## src/common/noc_dma_pkg.sv

```systemverilog
package noc_dma_pkg;

  // flit width is fixed for the whole network, one flit per ram word
  localparam int FLIT_W = 32;
  localparam int ADDR_W = 16;
  localparam int SIZE_W = 16;

  // one network flit, also one scratchpad word
  typedef logic [FLIT_W-1:0] flit_t;

  // word address, only the low bits below RAM_WORDS select a word
  typedef logic [ADDR_W-1:0] word_addr_t;

  // payload length in flits, header and size flits not counted
  typedef logic [SIZE_W-1:0] pkt_size_t;

  // send command from the host, stable while send_req is high
  typedef struct packed {
    // header flit value
    flit_t      dest;
    // first payload word
    word_addr_t addr;
    // payload flits to send
    pkt_size_t  size;
  } send_cmd_t;

  // one access on the shared dma port of the scratchpad
  typedef struct packed {
    logic       en;
    // write when set, read otherwise
    logic       we;
    word_addr_t addr;
    flit_t      wdata;
  } mem_req_t;

endpackage

```

## src/ddma/ddma.sv

```systemverilog
`timescale 1ns/1ps

module ddma #(
  parameter int RAM_WORDS        = 256,
  parameter int INTERLEAVE_GRAIN = 4
) (
  input  logic                       clock,
  input  logic                       reset,
  input  noc_dma_pkg::send_cmd_t     send_cmd_i,
  input  logic                       send_req_i,
  output logic                       send_ack_o,
  output noc_dma_pkg::pkt_size_t     recv_size_o,
  output logic                       recv_size_valid_o,
  input  noc_dma_pkg::word_addr_t    recv_addr_i,
  input  logic                       recv_go_i,
  output logic                       recv_done_o,
  output noc_dma_pkg::flit_t         out_flit_o,
  output logic                       out_valid_o,
  input  logic                       out_credit_i,
  input  noc_dma_pkg::flit_t         in_flit_i,
  input  logic                       in_valid_i,
  output logic                       in_credit_o,
  output noc_dma_pkg::mem_req_t      mem_req_o,
  input  noc_dma_pkg::flit_t         mem_rdata_i
);
  import noc_dma_pkg::*;

  localparam int CW = $clog2(INTERLEAVE_GRAIN + 1);

  // one-hot token, the two handover states are dead cycles
  typedef enum logic [3:0] {
    TOKEN_SEND         = 4'b0001,
    TOKEN_RECV         = 4'b0010,
    TOKEN_SEND_TO_RECV = 4'b0100,
    TOKEN_RECV_TO_SEND = 4'b1000
  } token_t;

  token_t          token;
  logic [CW-1:0]   grain_cnt;
  logic            grain_done;
  logic            send_grant;
  logic            recv_grant;
  logic            send_pending;
  logic            recv_pending;
  mem_req_t        send_mem_req;
  mem_req_t        recv_mem_req;

  assign grain_done = (grain_cnt == '0);
  assign send_grant = (token == TOKEN_SEND);
  assign recv_grant = (token == TOKEN_RECV);

  // turn ends on grain expiry, or early when the holder is idle,
  // but only if the other engine actually wants the port
  always_ff @(posedge clock) begin
    if (!reset) begin
      token     <= TOKEN_SEND;
      grain_cnt <= CW'(INTERLEAVE_GRAIN - 1);
    end else begin
      if (!grain_done) begin
        grain_cnt <= grain_cnt - 1'b1;
      end
      case (token)
        TOKEN_SEND: begin
          if (recv_pending && (grain_done || !send_pending)) begin
            token <= TOKEN_SEND_TO_RECV;
          end
        end
        TOKEN_RECV: begin
          if (send_pending && (grain_done || !recv_pending)) begin
            token <= TOKEN_RECV_TO_SEND;
          end
        end
        TOKEN_SEND_TO_RECV: begin
          token     <= TOKEN_RECV;
          grain_cnt <= CW'(INTERLEAVE_GRAIN - 1);
        end
        default: begin
          token     <= TOKEN_SEND;
          grain_cnt <= CW'(INTERLEAVE_GRAIN - 1);
        end
      endcase
    end
  end

  // nobody owns the port in a dead cycle, so an in-flight read
  // returns before the other engine can touch the ram
  always_comb begin
    case (token)
      TOKEN_SEND: mem_req_o = send_mem_req;
      TOKEN_RECV: mem_req_o = recv_mem_req;
      default:    mem_req_o = '0;
    endcase
  end

  ddma_send #(
    .RAM_WORDS (RAM_WORDS)
  ) u_send (
    .clock        (clock),
    .reset        (reset),
    .send_cmd_i   (send_cmd_i),
    .send_req_i   (send_req_i),
    .send_ack_o   (send_ack_o),
    .out_flit_o   (out_flit_o),
    .out_valid_o  (out_valid_o),
    .out_credit_i (out_credit_i),
    .grant_i      (send_grant),
    .mem_req_o    (send_mem_req),
    .mem_rdata_i  (mem_rdata_i),
    .pending_o    (send_pending)
  );

  ddma_recv #(
    .RAM_WORDS (RAM_WORDS)
  ) u_recv (
    .clock             (clock),
    .reset             (reset),
    .in_flit_i         (in_flit_i),
    .in_valid_i        (in_valid_i),
    .in_credit_o       (in_credit_o),
    .recv_size_o       (recv_size_o),
    .recv_size_valid_o (recv_size_valid_o),
    .recv_addr_i       (recv_addr_i),
    .recv_go_i         (recv_go_i),
    .recv_done_o       (recv_done_o),
    .grant_i           (recv_grant),
    .mem_req_o         (recv_mem_req),
    .pending_o         (recv_pending)
  );

endmodule

```

## src/ddma/ddma_recv.sv

```systemverilog
`timescale 1ns/1ps

module ddma_recv #(
  parameter int RAM_WORDS = 256
) (
  input  logic                       clock,
  input  logic                       reset,
  input  noc_dma_pkg::flit_t         in_flit_i,
  input  logic                       in_valid_i,
  output logic                       in_credit_o,
  output noc_dma_pkg::pkt_size_t     recv_size_o,
  output logic                       recv_size_valid_o,
  input  noc_dma_pkg::word_addr_t    recv_addr_i,
  input  logic                       recv_go_i,
  output logic                       recv_done_o,
  input  logic                       grant_i,
  output noc_dma_pkg::mem_req_t      mem_req_o,
  output logic                       pending_o
);
  import noc_dma_pkg::*;

  localparam word_addr_t ADDR_MASK = word_addr_t'(RAM_WORDS - 1);

  typedef enum logic [2:0] {
    R_HEADER,
    R_SIZE,
    R_ADDR,
    R_PAYLOAD,
    R_DONE
  } recv_state_t;

  recv_state_t state;
  word_addr_t  wr_addr;
  // payload flits still expected
  pkt_size_t   left;
  logic        can_take;
  logic        wr_fire;

  // header and size need no ram, payload needs the token
  assign can_take = (state == R_HEADER) || (state == R_SIZE) ||
                    ((state == R_PAYLOAD) && grant_i);

  // credit only in a cycle where a flit is actually taken
  assign in_credit_o = in_valid_i && can_take;
  assign wr_fire     = in_credit_o && (state == R_PAYLOAD);

  // a flit waiting at the port is work for the arbiter
  assign pending_o = (state == R_PAYLOAD) && in_valid_i;

  // size and done double as the receive interrupts
  assign recv_size_valid_o = (state == R_ADDR);
  assign recv_done_o       = (state == R_DONE);

  // payload goes to ram in the cycle it is accepted
  always_comb begin
    mem_req_o       = '0;
    mem_req_o.en    = wr_fire;
    mem_req_o.we    = wr_fire;
    mem_req_o.addr  = wr_addr;
    mem_req_o.wdata = in_flit_i;
  end

  always_ff @(posedge clock) begin
    if (!reset) begin
      state   <= R_HEADER;
      wr_addr <= '0;
      left    <= '0;
    end else begin
      case (state)
        R_HEADER: begin
          // destination is not checked, header just dropped
          if (in_credit_o) begin
            state <= R_SIZE;
          end
        end
        R_SIZE: begin
          if (in_credit_o) begin
            state <= R_ADDR;
          end
        end
        R_ADDR: begin
          // host answers the size with a target address
          if (recv_go_i) begin
            wr_addr <= recv_addr_i & ADDR_MASK;
            left    <= recv_size_o;
            if (recv_size_o == '0) begin
              state <= R_DONE;
            end else begin
              state <= R_PAYLOAD;
            end
          end
        end
        R_PAYLOAD: begin
          if (wr_fire) begin
            wr_addr <= (wr_addr + 1'b1) & ADDR_MASK;
            left    <= left - 1'b1;
            // last write issued this cycle
            if (left == pkt_size_t'(1)) begin
              state <= R_DONE;
            end
          end
        end
        default: begin
          // second round of the handshake closes on go low
          if (!recv_go_i) begin
            state <= R_HEADER;
          end
        end
      endcase
    end
  end

  // size register holds for the host until the next packet
  always_ff @(posedge clock) begin
    if ((state == R_SIZE) && in_credit_o) begin
      recv_size_o <= pkt_size_t'(in_flit_i);
    end
  end

endmodule

```

## src/ddma/ddma_send.sv

```systemverilog
`timescale 1ns/1ps

module ddma_send #(
  parameter int RAM_WORDS = 256
) (
  input  logic                       clock,
  input  logic                       reset,
  input  noc_dma_pkg::send_cmd_t     send_cmd_i,
  input  logic                       send_req_i,
  output logic                       send_ack_o,
  output noc_dma_pkg::flit_t         out_flit_o,
  output logic                       out_valid_o,
  input  logic                       out_credit_i,
  input  logic                       grant_i,
  output noc_dma_pkg::mem_req_t      mem_req_o,
  input  noc_dma_pkg::flit_t         mem_rdata_i,
  output logic                       pending_o
);
  import noc_dma_pkg::*;

  localparam word_addr_t ADDR_MASK = word_addr_t'(RAM_WORDS - 1);

  typedef enum logic [2:0] {
    S_IDLE,
    S_HEADER,
    S_SIZE,
    S_PAYLOAD,
    S_ACK
  } send_state_t;

  send_state_t state;
  flit_t       dest_q;
  word_addr_t  rd_addr;
  // reads still to issue, and payload flits still to load
  pkt_size_t   rd_left;
  pkt_size_t   tx_left;
  // single prefetch slot
  flit_t       buf_data;
  logic        buf_valid;
  logic        in_flight;
  logic        active;
  logic        out_free;
  logic        buf_move;
  logic        rd_go;

  assign active   = (state == S_HEADER) || (state == S_SIZE) || (state == S_PAYLOAD);
  // output register can take a new flit this cycle
  assign out_free = !out_valid_o || out_credit_i;
  assign buf_move = (state == S_PAYLOAD) && buf_valid && out_free;
  // prefetch may start during header and size
  assign rd_go    = active && grant_i && (rd_left != '0) && !in_flight &&
                    (!buf_valid || buf_move);

  // a full slot means nothing to do with the port
  assign pending_o  = active && (rd_left != '0) && !buf_valid;
  // ack doubles as the send interrupt
  assign send_ack_o = (state == S_ACK);

  always_comb begin
    mem_req_o      = '0;
    mem_req_o.en   = rd_go;
    mem_req_o.addr = rd_addr;
  end

  always_ff @(posedge clock) begin
    if (!reset) begin
      state       <= S_IDLE;
      out_valid_o <= 1'b0;
      buf_valid   <= 1'b0;
      in_flight   <= 1'b0;
      rd_addr     <= '0;
      rd_left     <= '0;
      tx_left     <= '0;
    end else begin
      // flit leaves on credit
      if (out_valid_o && out_credit_i) begin
        out_valid_o <= 1'b0;
      end
      if (buf_move) begin
        buf_valid   <= 1'b0;
        out_valid_o <= 1'b1;
        tx_left     <= tx_left - 1'b1;
      end
      in_flight <= rd_go;
      // read data lands in the slot, which is empty by construction
      if (in_flight) begin
        buf_valid <= 1'b1;
      end
      if (rd_go) begin
        rd_left <= rd_left - 1'b1;
        rd_addr <= (rd_addr + 1'b1) & ADDR_MASK;
      end
      case (state)
        S_IDLE: begin
          if (send_req_i) begin
            rd_addr <= send_cmd_i.addr & ADDR_MASK;
            rd_left <= send_cmd_i.size;
            tx_left <= send_cmd_i.size;
            state   <= S_HEADER;
          end
        end
        S_HEADER: begin
          if (out_free) begin
            out_valid_o <= 1'b1;
            state       <= S_SIZE;
          end
        end
        S_SIZE: begin
          if (out_free) begin
            out_valid_o <= 1'b1;
            state       <= S_PAYLOAD;
          end
        end
        S_PAYLOAD: begin
          // wait until the last flit has really left
          if ((tx_left == '0) && !out_valid_o) begin
            state <= S_ACK;
          end
        end
        default: begin
          if (!send_req_i) begin
            state <= S_IDLE;
          end
        end
      endcase
    end
  end

  always_ff @(posedge clock) begin
    if ((state == S_IDLE) && send_req_i) begin
      dest_q <= send_cmd_i.dest;
    end
    if (in_flight) begin
      buf_data <= mem_rdata_i;
    end
    if ((state == S_HEADER) && out_free) begin
      out_flit_o <= dest_q;
    end else if ((state == S_SIZE) && out_free) begin
      // tx_left still holds the full size here
      out_flit_o <= flit_t'(tx_left);
    end else if (buf_move) begin
      out_flit_o <= buf_data;
    end
  end

endmodule

```

## config.mk

```make
export PLATFORM = sky130hd
export DESIGN_NAME = ddma
export DESIGN_NICKNAME = d
export VERILOG_FILES = /design/src/common/noc_dma_pkg.sv /design/src/ddma/ddma.sv /design/src/ddma/ddma_recv.sv /design/src/ddma/ddma_send.sv
export SDC_FILE = /design/constraint.sdc
export NUM_CORES = 1
export LEC_CHECK = 0
export BUFFER_PORTS_ARGS = -buffer_cell sky130_fd_sc_hd__buf_4
export CAP_MARGIN = 20
export CORE_UTILIZATION = 45
export CTS_CLUSTER_DIAMETER = 120
export DETAILED_ROUTE_END_ITERATION = 10
export HOLD_SLACK_MARGIN = 0.02
export PLACE_DENSITY_LB_ADDON = 0.1
export RECOVER_POWER = 100
export SLEW_MARGIN = 20
export SYNTH_ARGS = -nofsm -noshare
export SYNTH_HDL_FRONTEND = slang
export SYNTH_SLANG_ARGS = --single-unit
```

## constraint.sdc

```tcl
create_clock -name clock -period 4.7 [get_ports clock]
set_input_delay 0.94 -clock clock [delete_from_list [all_inputs] [get_ports clock]]
set_output_delay 0.94 -clock clock [all_outputs]
set_load 0.05 [all_outputs]
```

==> run metrics <==
io pins between 200 and 300; Clk Latency, worst-skew pair roughly 440 ps; Crit Path Max Fanout 25; hold buffer count at cts 0; Setup CP Type reg2out; Gate Count Post-Synth a little over 800; Design Power around 4.6 mW; Startpoint Class register; clock sinks 200; Worst Skew approximately 12 ps; drt pass-1 iters 5; dpl hpwl roughly 15000 µm; Least-Margin Pin Slew around 2100 ps; Clock power frac between 30% and 40%; CP max stage cell nor4b_4; yosys warns 0; clock slew at the register clock pins of the worst setup and hold paths 70 ps; DR vias about 7100; largest area contributor in the netlist edfxtp_1; Initial Utilization 46.6%; final routed DRC violation total 0; CTS H-tree lvls 4; NetSw about 1.5 mW; FP Rows 50; vias in the first global route 6633; max-slew violations about 160; Leak 4.17 nW; top post-synthesis cells by area edfxtp_1 38%, dfxtp_1 20%, and2_1 3.5%; RSZ-0062 raised after global routing no; Clock Tree Root clkbuf_16; internal power 3.14 mW; fraction of power consumed by combinational cells about a fifth; # diodes 0; power share of the sequential group 47.5%; Avg Cell Area, Syn between 10 and 15 µm²; most frequent cell after synthesis edfxtp_1; number of buffers created by CTS 17; Resize count post-CTS 0; synthesized area between 8000 and 9000 µm²; Vias/cell around 5.5; ys async rst share 0%; fin nets 1197; GRT Total Usage between 20 and 25%; gr ovfl total 0; IO Port Bufs between 200 and 250; GPL Wtd Cong 0.849; die width ~140 µm; Peak VDD IR roughly 0.25 mV; prevailing post-synth register cell edfxtp_1; element type at the critical path end output pin; syn_nets approximately 980; drt total wl between 20000 and 25000 µm; average wire per standard cell 16.4 µm; Final Setup Violations 0; setup bufs post-CTS 0; post-layout util about three fifths; full die area ~20000 µm²; max cap viols 4; Hold WC Path Type reg2reg; slew margin rel. -42.5%; Final Hold Violating Endpoints 0; Synth Register Bits 200; core area between 15000 and 20000 µm²; largest net degree at the start of global routing between 50 and 60; initial antenna violation count 0; Yosys top cell area share roughly 38%; starting DRC count in detailed routing around 440; CP max stage delay 890 ps; violated checks max-capacitance violations, max-slew violations; commonest cells in the netlist 112 x edfxtp_1, 88 x dfxtp_1, 59 x nand2_1, 57 x o21ai_0, 49 x and2_1; switching share of power between 30% and 40%; PD cells 413 nW/µm²; register area share after synthesis around 58%; Final period util between 80 and 90%; Post-synth EDFFs 112; status finished, violations left; share of cells above drive strength 1 a little over a fifth; CP Data Arrival Time 3010 ps; Critical Path, Cell by Cell nor4b_4, clkbuf_1, a22o_1, buf_4; WP data required roughly 3800 ps; Final ANT Viol Nets 0; clk buf depth 2; post-synth cell types 64; final setup TNS 0 ps; Fmax 253 MHz; Die Y ~140 µm; CTS tree built; fin crit period approximately 4000 ps; Syn-to-layout area delta 26.0%; first-pass GRT wire length about 35000 µm
critical path, delay by kind of cell (launching register included):
kind	cells	cell delay, ps
AO/OA/AOI/OAI	1	290
buffers and inverters	2	940
AND/OR/NAND/NOR	1	890
flip-flops	1	460
registers in the layout (all words and copies together) (netlist names):
| register | cells |
|---|---|
| u_send.out_valid_o | 1 |
| u_recv.recv_size_o | 16 |
| u_recv.wr_addr | 8 |
| u_send.rd_left | 16 |
| token | 4 |
| u_recv.state | 3 |
| u_send.in_flight | 1 |
| u_recv.left | 16 |
| u_send.buf_valid | 1 |
| u_send.state | 3 |
| u_send.tx_left | 16 |
| u_send.buf_data | 32 |
| u_send.dest_q | 32 |
| u_send.out_flit_o | 32 |
| grain_cnt | 3 |
| u_send.rd_addr | 16 |
metal layers:
layer	global-route usage, %	vias to the layer above	routed length, µm
li1	-	3518	-
met1	30.9	3395	10400
met2	34.4	219	9640
met3	4.41	15	1250
met4	5.89	0	198
met5	0	-	0
cell families after synthesis:
| group | count (synthesis) | share of synthesized area [%] |
|---|---|---|
| adder cells (fa/ha/maj) | 9 | 1.27 |
| buffers and inverters | 66 | 2.95 |
| XOR/XNOR | 22 | 2.18 |
| multiplexers | 18 | 2.03 |
| flip-flops | 200 | 57.9 |
| AO/OA/AOI/OAI | 220 | 15.6 |
| AND/OR/NAND/NOR | 285 | 18.1 |
path summary, 6_finish.rpt:
| check | cells after the start | slack (ps) | to | startpoint |
|---|---|---|---|---|
| worst max-delay path | 4 | 750 | mem_req_o[37] | token[1]$_SDFFE_PN0P_ |
| worst min-delay path | 1 | 460 | u_send.rd_addr[9]$_SDFF_PN0_ | u_send.rd_addr[9]$_SDFF_PN0_ |
| worst max register to register | 5 | 1110 | u_send.out_flit_o[26]$_DFFE_PP_ | u_send.state[2]$_SDFFE_PN0P_ |
| worst min register to register | 1 | 460 | u_send.rd_addr[9]$_SDFF_PN0_ | u_send.rd_addr[9]$_SDFF_PN0_ |
power groups by stage:
stage / clock (mW) / sequential, mW / combinational (mW)
global placement: 0 / 2.22 / 1.03
CTS: 1.49 / 2.19 / 1.04
finish: 1.46 / 2.19 / 0.966
global route: 1.55 / 2.21 / 1.06
floorplan: 0 / 2.41 / 0.498
detailed placement: 0 / 2.23 / 1.04
layout make-up:
type	instances	area, µm²
Multi-Input combinational cell	554	3480
Clock inverter	14	156
Fill cell	1743	7850
Tap cell	260	325
Sequential cell	200	5120
Inverter	15	56.3
Clock buffer	17	425
Timing Repair Buffer	250	1600
through the flow:
stage / instance area (µm²) / setup WS (ps) / cells / hold WS, ps
2_1_floorplan: 8860 / 1340 / 820 / 421
5_1_grt: 11200 / 486 / 1310 / 488
6_report: 11200 / 750 / 1310 / 460
3_5_place_dp: 10900 / 1530 / 1279 / 436
3_3_place_gp: 10900 / 1560 / 1279 / 433
4_1_cts: 11500 / 1100 / 1310 / 462
layout by cell type (no fill, tap or decap), types with 8 or more instances in the layout:
cell type / count
o31ai_1: 14
and3_1: 8
nand4_1: 13
nand3_1: 13
buf_4: 96
or4_1: 16
nand2_1: 59
clkbuf_1: 75
nor4_1: 9
mux2i_1: 18
xor2_1: 18
dfxtp_1: 88
a21oi_1: 48
nor2_1: 48
and2_1: 17
inv_1: 13
a22o_1: 26
nor3_1: 14
clkbuf_16: 17
a31oi_1: 26
and2_0: 32
edfxtp_1: 112
ha_1: 9
or3_1: 15
o21ai_0: 62
clkbuf_4: 79
(Power assumes the default switching activity.)
